==> src/hdl/audio_pkg.sv <==
// Audio back end shared definitions
package audio_pkg;

  ////////////////////////////////////////////////////////////////////////////
  // Widths
  ////////////////////////////////////////////////////////////////////////////

  localparam int CHIP_W      = 24;  // One chipset channel
  localparam int SAMPLE_W    = 16;  // One mixed or aux channel

  // Low bits dropped on the way from chipset to sample width
  localparam int ROUND_SHIFT = 8;

  ////////////////////////////////////////////////////////////////////////////
  // Aux sample pacing, all in clk_114 cycles
  ////////////////////////////////////////////////////////////////////////////

  // 643 cycles of the 28 MHz clock, four clk_114 cycles each
  localparam int TICK_PERIOD = 643 * 4;
  localparam int TICK_LEN    = 4;   // Window open time
  localparam int TICK_CNT_W  = 12;  // Holds TICK_PERIOD-1

  ////////////////////////////////////////////////////////////////////////////
  // Stereo types
  ////////////////////////////////////////////////////////////////////////////

  // Raw chipset output, left in the upper half
  typedef struct packed {
    logic signed [CHIP_W-1:0] left;
    logic signed [CHIP_W-1:0] right;
  } chip_stereo_t;

  // 16-bit stereo, used for converted, aux and mixed audio
  typedef struct packed {
    logic signed [SAMPLE_W-1:0] left;
    logic signed [SAMPLE_W-1:0] right;
  } stereo_t;

  // Which aux channel takes the stream word
  typedef enum logic [0:0] {
    AUX_RIGHT = 1'b0,  // Window closed
    AUX_LEFT  = 1'b1   // Window open
  } aux_phase_t;

endpackage

==> src/hdl/chip_audio_conv.sv <==
// Chipset audio width reduction
`timescale 1ns/1ps

module chip_audio_conv (
  input  logic                    clk_114,
  input  logic                    rst_n,
  input  audio_pkg::chip_stereo_t chip,
  output audio_pkg::stereo_t      chip16
);

  // One guard bit on top of the chipset width for the rounding add
  localparam int SUM_W = audio_pkg::CHIP_W + 1;
  localparam int SHR_W = SUM_W - audio_pkg::ROUND_SHIFT;

  // Rounding half of the dropped bits
  localparam logic [SUM_W-1:0] HALF_LSB = SUM_W'(1) << (audio_pkg::ROUND_SHIFT - 1);

  // Largest positive 16-bit sample
  localparam logic [audio_pkg::SAMPLE_W-1:0] POS_MAX =
    {1'b0, {(audio_pkg::SAMPLE_W - 1){1'b1}}};

  ////////////////////////////////////////////////////////////////////////////
  // Round to nearest, then clamp positive overflow
  ////////////////////////////////////////////////////////////////////////////

  function automatic logic [audio_pkg::SAMPLE_W-1:0] round_sat(
    input logic [audio_pkg::CHIP_W-1:0] x
  );
    logic [SUM_W-1:0] sum;
    logic [SHR_W-1:0] shr;
    sum = {x[audio_pkg::CHIP_W-1], x} + HALF_LSB;  // Sign extended
    shr = sum[SUM_W-1:audio_pkg::ROUND_SHIFT];      // Arithmetic shift
    // Only the positive side can leave the range.
    // The most negative input rounds to exactly -32768.
    if (!shr[SHR_W-1] && shr[SHR_W-2]) begin
      round_sat = POS_MAX;
    end else begin
      round_sat = shr[audio_pkg::SAMPLE_W-1:0];
    end
  endfunction

  ////////////////////////////////////////////////////////////////////////////
  // Output register
  ////////////////////////////////////////////////////////////////////////////

  always_ff @(posedge clk_114) begin
    if (!rst_n) begin
      chip16 <= '0;
    end else begin
      chip16.left  <= round_sat(chip.left);
      chip16.right <= round_sat(chip.right);
    end
  end

endmodule

==> src/hdl/aux_sample_pacer.sv <==
// Auxiliary audio sample pacer
`timescale 1ns/1ps

module aux_sample_pacer (
  input  logic                          clk_114,
  input  logic                          rst_n,
  input  logic                          aux_ena,
  input  logic [audio_pkg::SAMPLE_W-1:0] aux_sample,
  output logic                          sample_req,
  output audio_pkg::stereo_t            aux
);

  localparam int HALF_W = audio_pkg::SAMPLE_W / 2;

  localparam logic [audio_pkg::TICK_CNT_W-1:0] CNT_LAST =
    audio_pkg::TICK_CNT_W'(audio_pkg::TICK_PERIOD - 1);
  localparam logic [audio_pkg::TICK_CNT_W-1:0] CNT_LEN =
    audio_pkg::TICK_CNT_W'(audio_pkg::TICK_LEN);

  logic [audio_pkg::TICK_CNT_W-1:0] tick_cnt;
  logic                             tick;
  audio_pkg::aux_phase_t            phase;
  logic [audio_pkg::SAMPLE_W-1:0]   swapped;
  logic                             run;

  // Pacer is held cleared while the aux path is off
  assign run = rst_n & aux_ena;

  // Stream words arrive little endian
  assign swapped = {aux_sample[HALF_W-1:0], aux_sample[audio_pkg::SAMPLE_W-1:HALF_W]};

  ////////////////////////////////////////////////////////////////////////////
  // Tick generation
  ////////////////////////////////////////////////////////////////////////////

  always_ff @(posedge clk_114) begin
    if (!run) begin
      tick_cnt <= '0;
      tick     <= 1'b0;
    end else begin
      if (tick_cnt == CNT_LAST) begin
        tick_cnt <= '0;
      end else begin
        tick_cnt <= tick_cnt + 1'b1;
      end
      tick <= (tick_cnt < CNT_LEN);  // Open for the first TICK_LEN counts
    end
  end

  ////////////////////////////////////////////////////////////////////////////
  // Phase and request
  //
  //   tick       0 1 1 1 1 0 0
  //   phase      R R L L L L R
  //   sample_req 0 0 1 0 0 0 1
  //
  // The request rises on the cycle the phase changes, so the next
  // stream word is visible from the second cycle of each phase.
  ////////////////////////////////////////////////////////////////////////////

  always_ff @(posedge clk_114) begin
    if (!run) begin
      phase      <= audio_pkg::AUX_RIGHT;
      sample_req <= 1'b0;
    end else begin
      phase      <= tick ? audio_pkg::AUX_LEFT : audio_pkg::AUX_RIGHT;
      sample_req <= tick ^ (phase == audio_pkg::AUX_LEFT);
    end
  end

  ////////////////////////////////////////////////////////////////////////////
  // Channel capture
  ////////////////////////////////////////////////////////////////////////////

  // Each register keeps tracking the stream head while its phase lasts,
  // so it ends up with the word that followed the request
  always_ff @(posedge clk_114) begin
    if (!run) begin
      aux <= '0;
    end else if (phase == audio_pkg::AUX_LEFT) begin
      aux.left <= swapped;
    end else begin
      aux.right <= swapped;
    end
  end

endmodule

==> src/hdl/sd_channel.sv <==
// First-order sigma-delta channel
`timescale 1ns/1ps

module sd_channel (
  input  logic                          clk_114,
  input  logic                          rst_n,
  input  logic [audio_pkg::SAMPLE_W-1:0] level,  // Offset binary
  output logic                          bit_out
);

  logic [audio_pkg::SAMPLE_W-1:0] acc;
  logic [audio_pkg::SAMPLE_W:0]   sum;  // Carry on top

  // Accumulator wraps modulo 2^16, carry density is level / 65536
  assign sum = {1'b0, acc} + {1'b0, level};

  always_ff @(posedge clk_114) begin
    if (!rst_n) begin
      acc     <= '0;
      bit_out <= 1'b0;
    end else begin
      acc     <= sum[audio_pkg::SAMPLE_W-1:0];
      bit_out <= sum[audio_pkg::SAMPLE_W];
    end
  end

endmodule

==> src/hdl/audio_mix_dac.sv <==
// Chipset and aux audio mixer with DAC
`timescale 1ns/1ps

module audio_mix_dac (
  input  logic               clk_114,
  input  logic               rst_n,
  input  audio_pkg::stereo_t chip16,
  input  audio_pkg::stereo_t aux,
  output audio_pkg::stereo_t mix,
  output logic               audio_l,
  output logic               audio_r
);

  localparam int W = audio_pkg::SAMPLE_W;

  localparam logic [W-1:0] POS_MAX = {1'b0, {(W - 1){1'b1}}};
  localparam logic [W-1:0] NEG_MAX = {1'b1, {(W - 1){1'b0}}};

  logic [W-1:0] level_l;
  logic [W-1:0] level_r;

  ////////////////////////////////////////////////////////////////////////////
  // Saturating add
  ////////////////////////////////////////////////////////////////////////////

  function automatic logic [W-1:0] sat_add(
    input logic [W-1:0] a,
    input logic [W-1:0] b
  );
    logic [W:0] sum;
    sum = {a[W-1], a} + {b[W-1], b};
    if (sum[W] != sum[W-1]) begin
      sat_add = sum[W] ? NEG_MAX : POS_MAX;  // Clip toward the true sign
    end else begin
      sat_add = sum[W-1:0];
    end
  endfunction

  // Mixed sample, also the parallel output
  always_ff @(posedge clk_114) begin
    if (!rst_n) begin
      mix <= '0;
    end else begin
      mix.left  <= sat_add(chip16.left, aux.left);
      mix.right <= sat_add(chip16.right, aux.right);
    end
  end

  ////////////////////////////////////////////////////////////////////////////
  // DAC
  ////////////////////////////////////////////////////////////////////////////

  // Two's complement to offset binary
  assign level_l = {~mix.left[W-1], mix.left[W-2:0]};
  assign level_r = {~mix.right[W-1], mix.right[W-2:0]};

  sd_channel i_sd_l (
    .clk_114 (clk_114),
    .rst_n   (rst_n),
    .level   (level_l),
    .bit_out (audio_l)
  );

  sd_channel i_sd_r (
    .clk_114 (clk_114),
    .rst_n   (rst_n),
    .level   (level_r),
    .bit_out (audio_r)
  );

endmodule

==> src/hdl/audio_out_top.sv <==
// Audio output top level
`timescale 1ns/1ps

module audio_out_top (
  input  logic                          clk_114,
  input  logic                          rst_n,
  input  logic                          aux_ena,
  input  audio_pkg::chip_stereo_t       chip,
  input  logic [audio_pkg::SAMPLE_W-1:0] aux_sample,
  output logic                          sample_req,
  output audio_pkg::stereo_t            mix,
  output logic                          audio_l,
  output logic                          audio_r
);

  audio_pkg::stereo_t chip16;  // Converted chipset audio
  audio_pkg::stereo_t aux;     // Paced stream audio

  ////////////////////////////////////////////////////////////////////////////
  // Chipset path
  ////////////////////////////////////////////////////////////////////////////

  chip_audio_conv i_conv (
    .clk_114 (clk_114),
    .rst_n   (rst_n),
    .chip    (chip),
    .chip16  (chip16)
  );

  ////////////////////////////////////////////////////////////////////////////
  // Aux path
  ////////////////////////////////////////////////////////////////////////////

  aux_sample_pacer i_pacer (
    .clk_114    (clk_114),
    .rst_n      (rst_n),
    .aux_ena    (aux_ena),
    .aux_sample (aux_sample),
    .sample_req (sample_req),  // One word per pulse
    .aux        (aux)
  );

  ////////////////////////////////////////////////////////////////////////////
  // Mixer and DAC
  ////////////////////////////////////////////////////////////////////////////

  audio_mix_dac i_mix_dac (
    .clk_114 (clk_114),
    .rst_n   (rst_n),
    .chip16  (chip16),
    .aux     (aux),
    .mix     (mix),
    .audio_l (audio_l),
    .audio_r (audio_r)
  );

endmodule

==> config.mk <==
export PLATFORM = sky130hd
export DESIGN_NAME = audio_out_top
export DESIGN_NICKNAME = d
export VERILOG_FILES = /design/src/hdl/audio_pkg.sv /design/src/hdl/chip_audio_conv.sv /design/src/hdl/aux_sample_pacer.sv /design/src/hdl/sd_channel.sv /design/src/hdl/audio_mix_dac.sv /design/src/hdl/audio_out_top.sv
export SDC_FILE = /design/constraint.sdc
export NUM_CORES = 1
export LEC_CHECK = 0
export BUFFER_PORTS_ARGS = -buffer_cell sky130_fd_sc_hd__buf_2
export CAP_MARGIN = 20
export CORE_MARGIN = 5
export CORE_UTILIZATION = 53
export DETAILED_ROUTE_END_ITERATION = 8
export MAX_ROUTING_LAYER = met4
export PLACE_DENSITY_LB_ADDON = 0.12
export SLEW_MARGIN = 20
export SYNTH_ARGS = -nofsm -noshare
export SYNTH_HDL_FRONTEND = slang
export SYNTH_HIERARCHICAL = 1
export SYNTH_SLANG_ARGS = --single-unit
==> constraint.sdc <==
create_clock -name clk_114 -period 2.6 [get_ports clk_114]
set_input_delay 0.52 -clock clk_114 [delete_from_list [all_inputs] [get_ports clk_114]]
set_output_delay 0.52 -clock clk_114 [all_outputs]
set_load 0.05 [all_outputs]
==> reports/summary.txt <==
clk sink count - 145
IO Port Bufs - 87
layout cells sized above 1 - 22.0%
final WL - 19.6 mm
Num CTS Buffers - 17
core footprint - 0.0159 mm2
CP endpoint kind - register
Routability Congestion - 0.904
CTS tree - yes
CP max FO - 7
FP Rows - 46
# setup viols final - 0
worst hold slack - 339 ps
most frequent cells in the layout - dfxtp_1 (140), nor2_1 (91), buf_2 (87), a21oi_1 (82), nand2_1 (74)
crit path launch type - register
R2R setup slack - 90 ps
Synthesized Nets - 1113
Avg WL per Cell - 15.3 um
Synth async-reset ratio - 0%
post-synthesis sequential area ratio - 33.9%
fin crit share - 96.6%
worst r2r src - i_pacer/aux[8]$_SDFFE_PP0N_
Die ar. - 0.0188 mm2
Crit path arrival time - 2820 ps
Leakage - 4.28 nW
required time of the critical path - 2910 ps
status - finished, final reports clean
Worst Skew - 7.10 ps
Clock Latency Late Sink - 420 ps
Synth warnings - 6
hold crit path type - in2reg
initial antenna violation count - 0
first-pass GRT wire length - 31.6 mm
Setup CP Type - reg2reg
Slew @ Worst Pin - 606 ps
area growth from synthesis to layout - 16.9%
CP endpoint - i_mix_dac/mix[14]$_SDFF_PN0_
top_reg_cell synth - dfxtp_1
number of global-route vias before repair - 6469
number of synthesized flops with an enable pin - 0
clock tree buffer depth - 2
crit path time final - 2510 ps
fin. max-slew vios - 0
post-synthesis cell type count - 77
Highest Clock Rate - 0.398 GHz
depth of the CTS H-tree - 4
clk root buf - clkbuf_16
Tot Pwr - 0.00687 W
Post-Syn Area per Cell - 8.78 um2
Area after DPL - 0.00915 mm2
Cell Pwr Density - 687 mW/mm2
DR DRC count - 0
Synth Instances - 975
Slew headroom - 59.3%
routed vias/inst - 5.42
nets - 1192
pin count of the biggest net entering global routing - 31
die height - 137 um
reg2reg end - i_mix_dac/mix[14]$_SDFF_PN0_
VDD IR-drop max - 0.516 mV
setup total negative slack - 0 ps
Ports - 102
ant diodes - 0
drt pass-1 iters - 5
clock-pin transition on the worst setup and hold timing paths - 60 ps
leading cell type in the layout, fill and taps excluded - dfxtp_1
gr usage total - 21.7%
Congestion Overflow GR - 0
via count - 6943
post-layout util - 63.0%
post-route cell area - 0.0100 mm2
First DRT Iteration DRCs - 378
Fin. Hold Viols - 0
die extent in x - 137 um
initial core utilization - 53.9%
reg2reg path depth - 10
DP HPWL - 14.9 mm
antenna-violating nets left - 0
Layout fillers - 1424
Mapped Area - 0.00856 mm2
Synth Register Bits - 145
crit path from - i_pacer/aux[8]$_SDFFE_PP0N_
maxcap violations - 0
[flip-flops by register name, summed over array words and instances, names as in the netlist]
signal	count
i_mix_dac/i_sd_l/acc	16
i_conv/chip16	32
i_mix_dac/i_sd_r/bit_out	1
i_pacer/sample_req	1
i_mix_dac/mix	32
i_pacer/tick_cnt	12
i_pacer/phase	1
i_mix_dac/i_sd_l/bit_out	1
i_mix_dac/i_sd_r/acc	16
i_pacer/tick	1
i_pacer/aux	32
[report_power, final]
part / internal [W] / switching (W) / leakage, nW / total (W)
Combinational: 0.000592 / 0.000947 / 2.75 / 0.00154
Clock: 0.00187 / 0.000910 / 0.327 / 0.00278
Sequential: 0.00244 / 0.000110 / 1.20 / 0.00255
Total: 0.00491 / 0.00197 / 4.28 / 0.00687
[per-layer routing]
layer	up-vias	global-route usage [%]	share of wire, %
met5	-	-	0
met4	0	5.99	1.5
met3	24	3.49	3.8
met2	142	33.3	45
met1	3160	29.8	50
li1	3617	-	-
[synthesized netlist by cell type (18+ instances only)]
master / n / area, um2
dfxtp_1: 145 / 2900
nor2_1: 91 / 342
a21oi_1: 84 / 420
nand2_1: 75 / 282
ha_1: 67 / 838
o21ai_0: 48 / 240
mux2i_1: 43 / 430
xnor2_1: 38 / 333
inv_1: 33 / 124
buf_4: 30 / 225
xor2_1: 27 / 236
nand3_1: 26 / 130
a21o_1: 20 / 150
clkbuf_1: 18 / 67.6
[layout make-up]
type	instances	area, um2	share of cell area, %
well taps	216	270	2.70
repair buffers	123	742	7.41
inverters	37	139	1.39
multi-input cells	730	5270	52.7
clock inverters	9	201	2.01
flip-flops and latches	145	2910	29.1
clock buffers	22	474	4.74
[kinds of logic after synthesis]
kind of cell / Yosys count / share of synthesized area, %
adder cells (fa/ha/maj): 72 / 10.9
AO/OA/AOI/OAI: 258 / 20.7
flip-flops: 145 / 33.9
buffers and inverters: 100 / 6.34
XOR/XNOR: 65 / 6.65
AND/OR/NAND/NOR: 291 / 16.4
multiplexers: 44 / 5.20
[worst min path at each step]
| stage | startpoint | to | cells after the start |
|---|---|---|---|
| 2_1_floorplan | i_pacer/tick_cnt[0]$_SDFF_PP0_ | i_pacer/tick_cnt[0]$_SDFF_PP0_ | 1 |
| 3_3_place_gp | i_pacer/tick_cnt[0]$_SDFF_PP0_ | i_pacer/tick_cnt[0]$_SDFF_PP0_ | 1 |
| 3_5_place_dp | i_pacer/tick_cnt[0]$_SDFF_PP0_ | i_pacer/tick_cnt[0]$_SDFF_PP0_ | 1 |
| 4_1_cts | aux_ena | i_pacer/phase$_SDFF_PP0_ | 2 |
| 5_1_grt | aux_ena | i_pacer/phase$_SDFF_PP0_ | 2 |
| 6_report | aux_ena | i_pacer/phase$_SDFF_PP0_ | 2 |
[through the flow]
stage	cells	setup slack [ps]
CTS	1280	9.89
finish	1282	87.2
global placement	1249	-45.3
detailed placement	1249	-23.7
global route	1282	-20.5
floorplan	975	145
[worst max-delay path, stage by stage (launching register included)]
cell     delay [ps]
dfxtp_1         330
ha_1            300
a21o_1          200
a21o_1          190
a21oi_2         190
o21ai_4          90
a311o_4         460
mux2_4          330
nand3_4         120
buf_6           130
o21ai_2          50
[what timing repair did]
action / 4_1_cts / 5_1_grt
pin swaps: 0 / 13
endpoints found under the setup margin: 11 / 29
buffers inserted: 0 / 2
resized for setup: 2 / 37
hold buffers: 0 / 0
endpoints found under the hold margin: 0 / 0
Power figures use the tool's default switching activity.
